[src/common/msc_bot_params.svh]
`ifndef MSC_BOT_PARAMS_SVH
`define MSC_BOT_PARAMS_SVH

// Wrapper signatures, "USBC" and "USBS" as little-endian words
`define MSC_CBW_SIG 32'h43425355
`define MSC_CSW_SIG 32'h53425355

// Wrapper lengths in bytes
`define MSC_CBW_BYTES 31
`define MSC_CSW_BYTES 13

`endif
[src/common/msc_bot_pkg.sv]
package msc_bot_pkg;

  // Status byte of the CSW
  typedef enum logic [7:0] {
    CSW_GOOD   = 8'd0,
    CSW_FAILED = 8'd1,
    CSW_PHASE  = 8'd2  // Phase error
  } csw_status_e;

  // Bulk-only wrapper fields go over the wire least significant byte first,
  // bytes[0] is the first byte on the bus
  typedef union packed {
    logic [31:0]     word;
    logic [3:0][7:0] bytes;
  } le_dword_u;

endpackage

[src/source/msc_bot_top.sv]
module msc_bot_top (
  input  logic        clock,
  input  logic        reset,

  input  logic        enable_i,
  input  logic        error_i,

  // Host bulk-out pipe
  input  logic        bulk_tvalid_i,
  output logic        bulk_tready_o,
  input  logic        bulk_tlast_i,
  input  logic [7:0]  bulk_tdata_i,

  // Target data, device to host
  input  logic        dat_tvalid_i,
  output logic        dat_tready_o,
  input  logic        dat_tlast_i,
  input  logic [7:0]  dat_tdata_i,

  // Bulk-in pipe
  output logic        usb_tvalid_o,
  input  logic        usb_tready_i,
  output logic        usb_tlast_o,
  output logic [7:0]  usb_tdata_o,

  // SCSI controller side
  output logic        cmd_vld_o,
  output logic        cmd_dir_o,
  output logic [31:0] cmd_len_o,
  output logic [3:0]  cmd_lun_o,
  output logic [7:0]  cmd_op_o,
  input  logic        scsi_done_i,
  input  logic        scsi_fail_i
);

  import msc_bot_pkg::*;

  logic        cbw_vld;
  logic        cbw_dir;
  le_dword_u   cbw_tag;
  logic [31:0] cbw_len;
  logic [3:0]  cbw_lun;
  logic [7:0]  cbw_op;
  logic        csw_sent;

  logic        skid_valid;
  logic        skid_ready;
  logic        skid_last;
  logic [7:0]  skid_data;

  cbw_parser u_parser (
    .clock         (clock),
    .reset         (reset),
    .bulk_tvalid_i (bulk_tvalid_i),
    .bulk_tready_o (bulk_tready_o),
    .bulk_tlast_i  (bulk_tlast_i),
    .bulk_tdata_i  (bulk_tdata_i),
    .csw_sent_i    (csw_sent),
    .cbw_vld_o     (cbw_vld),
    .cbw_dir_o     (cbw_dir),
    .cbw_tag_o     (cbw_tag),
    .cbw_len_o     (cbw_len),
    .cbw_lun_o     (cbw_lun),
    .cbw_op_o      (cbw_op)
  );

  csw_gen u_csw (
    .clock        (clock),
    .reset        (reset),
    .enable_i     (enable_i),
    .error_i      (error_i),
    .scsi_done_i  (scsi_done_i),
    .scsi_fail_i  (scsi_fail_i),
    .cbw_vld_i    (cbw_vld),
    .cbw_dir_i    (cbw_dir),
    .cbw_tag_i    (cbw_tag),
    .cbw_len_i    (cbw_len),
    .dat_tvalid_i (dat_tvalid_i),
    .dat_tready_o (dat_tready_o),
    .dat_tlast_i  (dat_tlast_i),
    .dat_tdata_i  (dat_tdata_i),
    .skid_valid_o (skid_valid),
    .skid_ready_i (skid_ready),
    .skid_last_o  (skid_last),
    .skid_data_o  (skid_data),
    .csw_sent_o   (csw_sent)
  );

  axis_skid #(
    .WIDTH (8)
  ) u_skid (
    .clock      (clock),
    .reset      (reset),
    .s_tvalid_i (skid_valid),
    .s_tready_o (skid_ready),
    .s_tlast_i  (skid_last),
    .s_tdata_i  (skid_data),
    .m_tvalid_o (usb_tvalid_o),
    .m_tready_i (usb_tready_i),
    .m_tlast_o  (usb_tlast_o),
    .m_tdata_o  (usb_tdata_o)
  );

  // Held command straight to the SCSI side
  assign cmd_vld_o = cbw_vld;
  assign cmd_dir_o = cbw_dir;
  assign cmd_len_o = cbw_len;
  assign cmd_lun_o = cbw_lun;
  assign cmd_op_o  = cbw_op;

endmodule

[src/source/axis_skid.sv]
module axis_skid #(
  parameter int WIDTH = 8
) (
  input  logic             clock,
  input  logic             reset,

  input  logic             s_tvalid_i,
  output logic             s_tready_o,
  input  logic             s_tlast_i,
  input  logic [WIDTH-1:0] s_tdata_i,

  output logic             m_tvalid_o,
  input  logic             m_tready_i,
  output logic             m_tlast_o,
  output logic [WIDTH-1:0] m_tdata_o
);

  logic             out_vld;
  logic             out_last;
  logic [WIDTH-1:0] out_data;
  logic             spare_vld;
  logic             spare_last;
  logic [WIDTH-1:0] spare_data;
  logic             in_rdy;

  logic             in_hs;
  logic             out_free;
  logic             take_spare;
  logic             take_input;
  logic             fill_spare;
  logic             spare_next;

  assign in_hs      = s_tvalid_i & in_rdy;
  assign out_free   = ~spare_vld & (~out_vld | m_tready_i);
  assign take_spare = spare_vld & m_tready_i;  // Spare moves up as output drains
  assign take_input = out_free & in_hs;
  assign fill_spare = ~spare_vld & out_vld & ~m_tready_i & in_hs;

  assign spare_next = take_spare ? 1'b0 : (fill_spare | spare_vld);

  always_ff @(posedge clock) begin
    if (reset) begin
      out_vld   <= 1'b0;
      spare_vld <= 1'b0;
      in_rdy    <= 1'b0;  // Comes up the cycle after reset
    end else begin
      if (out_free) begin
        out_vld <= in_hs;
      end
      spare_vld <= spare_next;
      in_rdy    <= ~spare_next;  // Registered, drops only with both entries full
    end
  end

  always_ff @(posedge clock) begin
    if (take_spare) begin
      out_data <= spare_data;
      out_last <= spare_last;
    end else if (take_input) begin
      out_data <= s_tdata_i;
      out_last <= s_tlast_i;
    end
    if (fill_spare) begin
      spare_data <= s_tdata_i;
      spare_last <= s_tlast_i;
    end
  end

  assign s_tready_o = in_rdy;
  assign m_tvalid_o = out_vld;
  assign m_tlast_o  = out_last;
  assign m_tdata_o  = out_data;

endmodule

[src/csw/csw_gen.sv]
`include "msc_bot_params.svh"

module csw_gen (
  input  logic                   clock,
  input  logic                   reset,

  input  logic                   enable_i,
  input  logic                   error_i,

  // SCSI controller strobes
  input  logic                   scsi_done_i,
  input  logic                   scsi_fail_i,

  // Command from the parser
  input  logic                   cbw_vld_i,
  input  logic                   cbw_dir_i,
  input  msc_bot_pkg::le_dword_u cbw_tag_i,
  input  logic [31:0]            cbw_len_i,

  // Target data, device to host
  input  logic                   dat_tvalid_i,
  output logic                   dat_tready_o,
  input  logic                   dat_tlast_i,
  input  logic [7:0]             dat_tdata_i,

  // Into the skid buffer
  output logic                   skid_valid_o,
  input  logic                   skid_ready_i,
  output logic                   skid_last_o,
  output logic [7:0]             skid_data_o,

  output logic                   csw_sent_o
);

  import msc_bot_pkg::*;

  // One state per CSW byte, in wire order from ST_SIG0 to ST_STAT
  localparam logic [3:0] ST_IDLE = 4'd0;
  localparam logic [3:0] ST_PASS = 4'd1;
  localparam logic [3:0] ST_SIG0 = 4'd2;
  localparam logic [3:0] ST_TAG0 = ST_SIG0 + 4'd4;
  localparam logic [3:0] ST_RES0 = ST_TAG0 + 4'd4;
  localparam logic [3:0] ST_STAT = ST_SIG0 + 4'(`MSC_CSW_BYTES - 1);

  logic [3:0]  state;
  logic [3:0]  pos;
  logic [31:0] count;
  logic [31:0] count_now;
  logic        in_pass;
  logic        in_csw;
  logic        start;
  logic        dat_hs;
  logic        csw_hs;
  logic [7:0]  csw_byte;

  le_dword_u   csw_sig;
  le_dword_u   residue;
  csw_status_e status;

  assign csw_sig = `MSC_CSW_SIG;

  assign in_pass = (state == ST_PASS);
  assign in_csw  = (state >= ST_SIG0);

  // Done and fail are single-cycle pulses, caught from idle or pass-through
  assign start = cbw_vld_i & (scsi_done_i | scsi_fail_i) & (state <= ST_PASS);

  assign dat_hs    = in_pass & dat_tvalid_i & skid_ready_i;
  assign count_now = count + 32'(dat_hs);  // Includes a byte taken alongside the pulse

  // A status byte is only offered while enabled
  assign csw_hs     = in_csw & enable_i & skid_ready_i;
  assign csw_sent_o = csw_hs & (state == ST_STAT);

  always_ff @(posedge clock) begin
    if (reset) begin
      state <= ST_IDLE;
      count <= '0;
    end else begin
      case (state)
        ST_IDLE: begin
          count <= '0;
          if (start) begin
            state <= ST_SIG0;
          end else if (cbw_vld_i && cbw_dir_i) begin
            state <= ST_PASS;  // IN transfer, open the data path
          end
        end
        ST_PASS: begin
          count <= count_now;
          if (start) begin
            state <= ST_SIG0;
          end else if (!cbw_vld_i) begin
            state <= ST_IDLE;
          end
        end
        default: begin
          if (csw_hs) begin
            state <= (state == ST_STAT) ? ST_IDLE : state + 4'd1;
          end
        end
      endcase
    end
  end

  // Outcome of the command, frozen when the status phase begins
  always_ff @(posedge clock) begin
    if (start) begin
      residue <= cbw_len_i - count_now;
      if (error_i) begin
        status <= CSW_PHASE;
      end else if (scsi_fail_i) begin
        status <= CSW_FAILED;
      end else begin
        status <= CSW_GOOD;
      end
    end
  end

  // Byte within the CSW, low two bits pick the byte of a field
  assign pos = state - ST_SIG0;

  always_comb begin
    if (state < ST_TAG0) begin
      csw_byte = csw_sig.bytes[pos[1:0]];
    end else if (state < ST_RES0) begin
      csw_byte = cbw_tag_i.bytes[pos[1:0]];
    end else if (state < ST_STAT) begin
      csw_byte = residue.bytes[pos[1:0]];
    end else begin
      csw_byte = status;
    end
  end

  // Data path is shared between target data and status
  assign dat_tready_o = in_pass & skid_ready_i;
  assign skid_valid_o = in_pass ? dat_tvalid_i : (in_csw & enable_i);
  assign skid_last_o  = in_pass ? dat_tlast_i : (state == ST_STAT);
  assign skid_data_o  = in_pass ? dat_tdata_i : csw_byte;

endmodule

[src/cbw/cbw_parser.sv]
`include "msc_bot_params.svh"

module cbw_parser (
  input  logic                   clock,
  input  logic                   reset,

  // Host bulk-out stream
  input  logic                   bulk_tvalid_i,
  output logic                   bulk_tready_o,
  input  logic                   bulk_tlast_i,
  input  logic [7:0]             bulk_tdata_i,

  // Release from the status side
  input  logic                   csw_sent_i,

  // Decoded command, held until the CSW is out
  output logic                   cbw_vld_o,
  output logic                   cbw_dir_o,
  output msc_bot_pkg::le_dword_u cbw_tag_o,
  output logic [31:0]            cbw_len_o,
  output logic [3:0]             cbw_lun_o,
  output logic [7:0]             cbw_op_o
);

  import msc_bot_pkg::*;

  // Byte offsets inside the CBW
  localparam logic [5:0] OFS_FLAGS = 6'd12;
  localparam logic [5:0] OFS_LUN   = 6'd13;
  localparam logic [5:0] OFS_CDB0  = 6'd15;
  localparam logic [5:0] LAST_IDX  = 6'(`MSC_CBW_BYTES - 1);

  logic [5:0] byte_cnt;
  logic       held;
  logic       bulk_hs;
  logic       good;

  le_dword_u  sig;
  le_dword_u  tag;
  le_dword_u  len;
  logic       dir;
  logic [3:0] lun;
  logic [7:0] op;

  // Drain everything while no command is pending
  assign bulk_tready_o = ~held;
  assign bulk_hs       = bulk_tvalid_i & ~held;

  // Signature is complete long before the last byte arrives
  assign good = (sig.word == `MSC_CBW_SIG) && (byte_cnt == LAST_IDX);

  always_ff @(posedge clock) begin
    if (reset) begin
      byte_cnt <= '0;
      held     <= 1'b0;
    end else if (held) begin
      if (csw_sent_i) begin
        held <= 1'b0;
      end
    end else if (bulk_hs) begin
      if (bulk_tlast_i) begin
        byte_cnt <= '0;
        held     <= good;  // Malformed wrappers vanish here
      end else if (byte_cnt != '1) begin
        byte_cnt <= byte_cnt + 6'd1;  // Saturates on long packets
      end
    end
  end

  // Field capture, bytes land in place as they go by
  always_ff @(posedge clock) begin
    if (bulk_hs) begin
      case (byte_cnt)
        6'd0, 6'd1, 6'd2, 6'd3:   sig.bytes[byte_cnt[1:0]] <= bulk_tdata_i;
        6'd4, 6'd5, 6'd6, 6'd7:   tag.bytes[byte_cnt[1:0]] <= bulk_tdata_i;
        6'd8, 6'd9, 6'd10, 6'd11: len.bytes[byte_cnt[1:0]] <= bulk_tdata_i;
        OFS_FLAGS: dir <= bulk_tdata_i[7];    // Set means device to host
        OFS_LUN:   lun <= bulk_tdata_i[3:0];
        OFS_CDB0:  op  <= bulk_tdata_i;       // Operation code only
        default: ;
      endcase
    end
  end

  assign cbw_vld_o = held;
  assign cbw_dir_o = dir;
  assign cbw_tag_o = tag;
  assign cbw_len_o = len.word;
  assign cbw_lun_o = lun;
  assign cbw_op_o  = op;

endmodule

[config.mk]
export PLATFORM = sky130hd
export DESIGN_NAME = msc_bot_top
export DESIGN_NICKNAME = d
export VERILOG_FILES = /design/src/common/msc_bot_pkg.sv /design/src/source/msc_bot_top.sv /design/src/source/axis_skid.sv /design/src/csw/csw_gen.sv /design/src/cbw/cbw_parser.sv
export VERILOG_INCLUDE_DIRS = /design/src /design/src/common
export SDC_FILE = /design/constraint.sdc
export NUM_CORES = 1
export LEC_CHECK = 0
export BUFFER_PORTS_ARGS = -buffer_cell sky130_fd_sc_hd__buf_2
export CAP_MARGIN = 10
export CORE_MARGIN = 1.5
export CORE_UTILIZATION = 30
export CTS_BUF_LIST = sky130_fd_sc_hd__clkbuf_2 sky130_fd_sc_hd__clkbuf_4 sky130_fd_sc_hd__clkbuf_8
export DETAILED_ROUTE_END_ITERATION = 8
export SYNTH_ARGS = -nofsm -noshare
export SYNTH_HDL_FRONTEND = slang
export SYNTH_SLANG_ARGS = --single-unit
[constraint.sdc]
create_clock -name clock -period 15.23 [get_ports clock]
set_clock_uncertainty 0.15 [all_clocks]
set_input_delay 1.523 -clock clock [delete_from_list [all_inputs] [get_ports clock]]
set_output_delay 1.523 -clock clock [all_outputs]
set_load 0.05 [all_outputs]
==> metrics.md <==
| Metric | Value |
|---|---|
| Status | `completed` |
| Total GRT Usage | `15.1%` |
| Ports | `85` |
| Inst Count DP | `1434` |
| Clk sink count | `~210` |
| Number of global-route vias before repair | `7225` |
| Synth Instances | `approximately 940` |
| Period utilization | `38.5%` |
| Final WS setup | `9370 ps` |
| Area of the multi-input gates | `0.00455 mm²` |
| Pwr Total | `1.15 mW` |
| Worst-path cell chain | `nor3_1 > buf_4 > and3_1 > and2_1 > ha_1 > ha_1 > nand2_1 > nor3_1 > nand3_1 > xor2_1 > ha_1 > inv_1 > o21bai_1 > a21oi_1 > o22ai_1 > nor4b_1 > o21ai_0 > xor2_1` |
| Leak Pwr | `4.11 nW` |
| Power Internal | `0.887 mW` |
| Power density over the cells | `94.5 mW/mm²` |
| # H-tree levels | `2` |
| Net Count, Synth | `1003` |
| Hold Path Class | `register to register` |
| Antenna violations before repair | `0` |
| Buffers on Ports | `84` |
| Most frequent CP cell | `ha_1` |
| Core Region | `0.0346 mm²` |
| GPL Wtd Cong | `0.830` |
| Worst slew pin tran | `1050 ps` |
| Clock root cell | `clkbuf_8` |
| Worst-Skew Late Latency | `about 540 ps` |
| GRT overflow | `0` |
| Switching Share | `22.5%` |
| Starting Density | `30.5%` |
| Critical path launch point type | `register` |
| Place WS | `9150 ps` |
| Sequential share of power | `53.4%` |
| P_sw | `0.258 mW` |
| Post-CTS Hold Fix Bufs | `0` |
| Initial DRC Count | `between 600 and 700` |
| First-pass GRT wire length | `41900 µm` |
| Ys async rst share | `0%` |
| Largest net degree at the start of global routing | `58` |
| Syn Std Cell Area | `0.0106 mm²` |
| Clock power frac | `43.0%` |
| Worst Path Arrival | `between 5000 and 6000 ps` |
| IR drop worst, VDD | `41.0 µV` |
| Fin nets | `roughly 1100` |
| Final hold violation count | `0` |
| Final slew viol count | `0` |
| Post-synthesis register bit count | `207` |
| Commonest non-fill, non-tap cell in the layout | `edfxtp_1` |
| Comb pwr share | `3.6%` |
| Delay-heaviest family, CP | `simple AND/OR/NAND/NOR gates` |
| Relative slew margins | `29.7%` |
| DR pass1 iterations | `5` |
| Layout cells sized above 1 | `between 10% and 20%` |
| CTS clk-pin slew, worst paths | `about 60 ps` |
| Vias | `roughly 7600` |
| CTS tree | `built` |
| # Post-CTS Setup Buffers | `0` |
| Worst-path fanout max | `26` |
| Post-layout min period | `5860 ps` |
| Core Rows | `between 60 and 70` |
| Number of synthesized flops with an enable pin | `~160` |
| RSZ-0062 raised after global routing | `false` |
| Max Cap Violations | `0` |
| Antenna viol nets, final | `0` |
| Worst Path Class, Setup | `register to register` |
| Synthesized area per cell | `11.3 µm²` |
| Setup TNS Final | `0 ps` |
| Distinct cells, synth | `69` |
| Register area | `about 0.0058 mm²` |
| Slowest stage cell, crit path | `nor4b_1` |
| Total CTS buffers | `36` |
| Ys Warns | `0` |
| Longest Clk Path Bufs | `3` |
| WL/cell | `between 15 and 20 µm` |
| Max incr delay on CP | `790 ps` |
| Fillcell total | `3412` |
| Vias per inst | `~5.1` |
| Post-CTS sizing | `0` |
| DIE AREA | `0.0364 mm²` |
| Final setup viols | `0` |
| Commonest non-fill, non-tap cells in the layout | `edfxtp_1 (161), nor2_1 (92), buf_2 (85)` |
| Sequential area share after synthesis | `between 50% and 60%` |
| DRC | `0` |
| Hpwl dp | `18900 µm` |
| Die height | `around 190 µm` |
| Crit. End Element | `register` |
| Cell Count, Final, Fillers Out | `1500` |
| WP buf/inv | `2` |
| Diode count | `0` |
| Area Growth Syn to Fin | `14.7%` |
| Critical path required time | `15360 ps` |
| Die width | `191 µm` |
| Top_reg_cell synth | `edfxtp_1` |
| Fmax | `around 0.17 GHz` |
| Final wirelength | `27500 µm` |
flip-flops by register name, summed over array words and instances, names as in the netlist, 6 cells and up:
signal and flops:
u_parser.cbw_tag_o 32, u_parser.sig 32, u_csw.residue 32, u_skid.m_tdata_o 8, u_parser.byte_cnt 6, u_parser.cbw_len_o 32, u_parser.cbw_op_o 8, u_csw.count 32
u_skid.spare_data 8
cells in the mapped netlist, types with 5 or more instances:
library cell	number	share of area [%]
a211oi_1	7	0.50
a21o_1	13	0.92
a21oi_1	54	2.6
a22oi_1	12	0.85
a31oi_1	6	0.36
and2_1	19	1.1
and3_1	10	0.59
and4_1	6	0.50
buf_1	6	0.21
buf_2	9	0.43
clkbuf_1	33	1.2
dfxtp_1	46	8.7
edfxtp_1	161	46
ha_1	37	4.4
inv_1	21	0.75
mux2_2	22	2.3
mux2i_1	6	0.57
mux4_2	16	3.4
nand2_1	74	2.6
nand2b_1	7	0.41
nand3_1	33	1.6
nand4_1	9	0.53
nor2_1	93	3.3
nor2b_1	15	0.89
nor3_1	26	1.2
nor3b_1	8	0.57
nor4_1	8	0.47
o211ai_1	6	0.43
o21a_1	8	0.57
o21ai_0	43	2.0
o21bai_1	5	0.36
o31ai_1	6	0.43
xnor2_1	30	2.5
xor2_1	19	1.6
path summary, 6_finish.rpt:
kind                  startpoint                 to  slack, ps  cells past startpoint
hold reg to reg   u_csw.count[0]     u_csw.count[0]        310                      2
hold / removal    u_csw.count[0]     u_csw.count[0]        310                      2
setup / recovery  u_csw.state[2]  u_csw.residue[24]       9370                     18
setup reg to reg  u_csw.state[2]  u_csw.residue[24]       9370                     18
power by group through the flow:
stage	Clock [mW]	Combinational (mW)	Sequential, mW
finish	0.493	0.0411	0.611
global route	0.536	0.0446	0.611
CTS	0.511	0.0418	0.611
detailed placement	0	0.0416	0.623
global placement	0	0.0414	0.623
floorplan	0	0.0206	0.624
layer usage:
| layer | routed length (µm) | share of wire [%] | up-vias | track usage [%] |
|---|---|---|---|---|
| met5 | 0 | 0 | - | 0 |
| met1 | 13200 | 48 | 3693 | 21.7 |
| met4 | 675 | 2.5 | 0 | 4.85 |
| met3 | 1500 | 5.5 | 43 | 2.65 |
| li1 | - | - | 3674 | - |
| met2 | 12100 | 44 | 220 | 23.0 |
metrics by stage:
stage	hold WS (ps)	util, %	cell area (µm²)
after floorplan	286	-	10600
after global placement	292	33.0	11400
after detailed placement	306	33.0	11400
after CTS	313	35.0	12100
after global routing	340	35.0	12100
final	308	35.0	12100
cell families (layout without fill, tap and decap cells):
| kind of cell | count (synthesis) | after routing | synth area share, % |
|---|---|---|---|
| compound gates | 193 | 193 | 11.8 |
| mux | 44 | 44 | 6.32 |
| flops | 207 | 207 | 54.5 |
| buf+inv | 69 | 176 | 2.56 |
| simple gates | 337 | 337 | 16.2 |
| xor+xnor | 49 | 49 | 4.06 |
| fa+ha+maj | 39 | 39 | 4.66 |
layout make-up:
type / instances / share of cell area [%]
Timing Repair Buffer: 90 / 3.82
Sequential cell: 207 / 47.5
Clock inverter: 15 / 0.651
Multi-Input combinational cell: 662 / 37.6
Inverter: 21 / 0.651
Clock buffer: 50 / 5.11
Tap cell: 455 / 4.70
tightest hold or removal path: cells and delay by family (launching register included):
kind	cells	cell delay, ps
and+or+nand+nor	1	50
DFF	1	310
AOI/OAI and AO/OA	1	50
No activity file was read; power rests on OpenSTA's default activity.
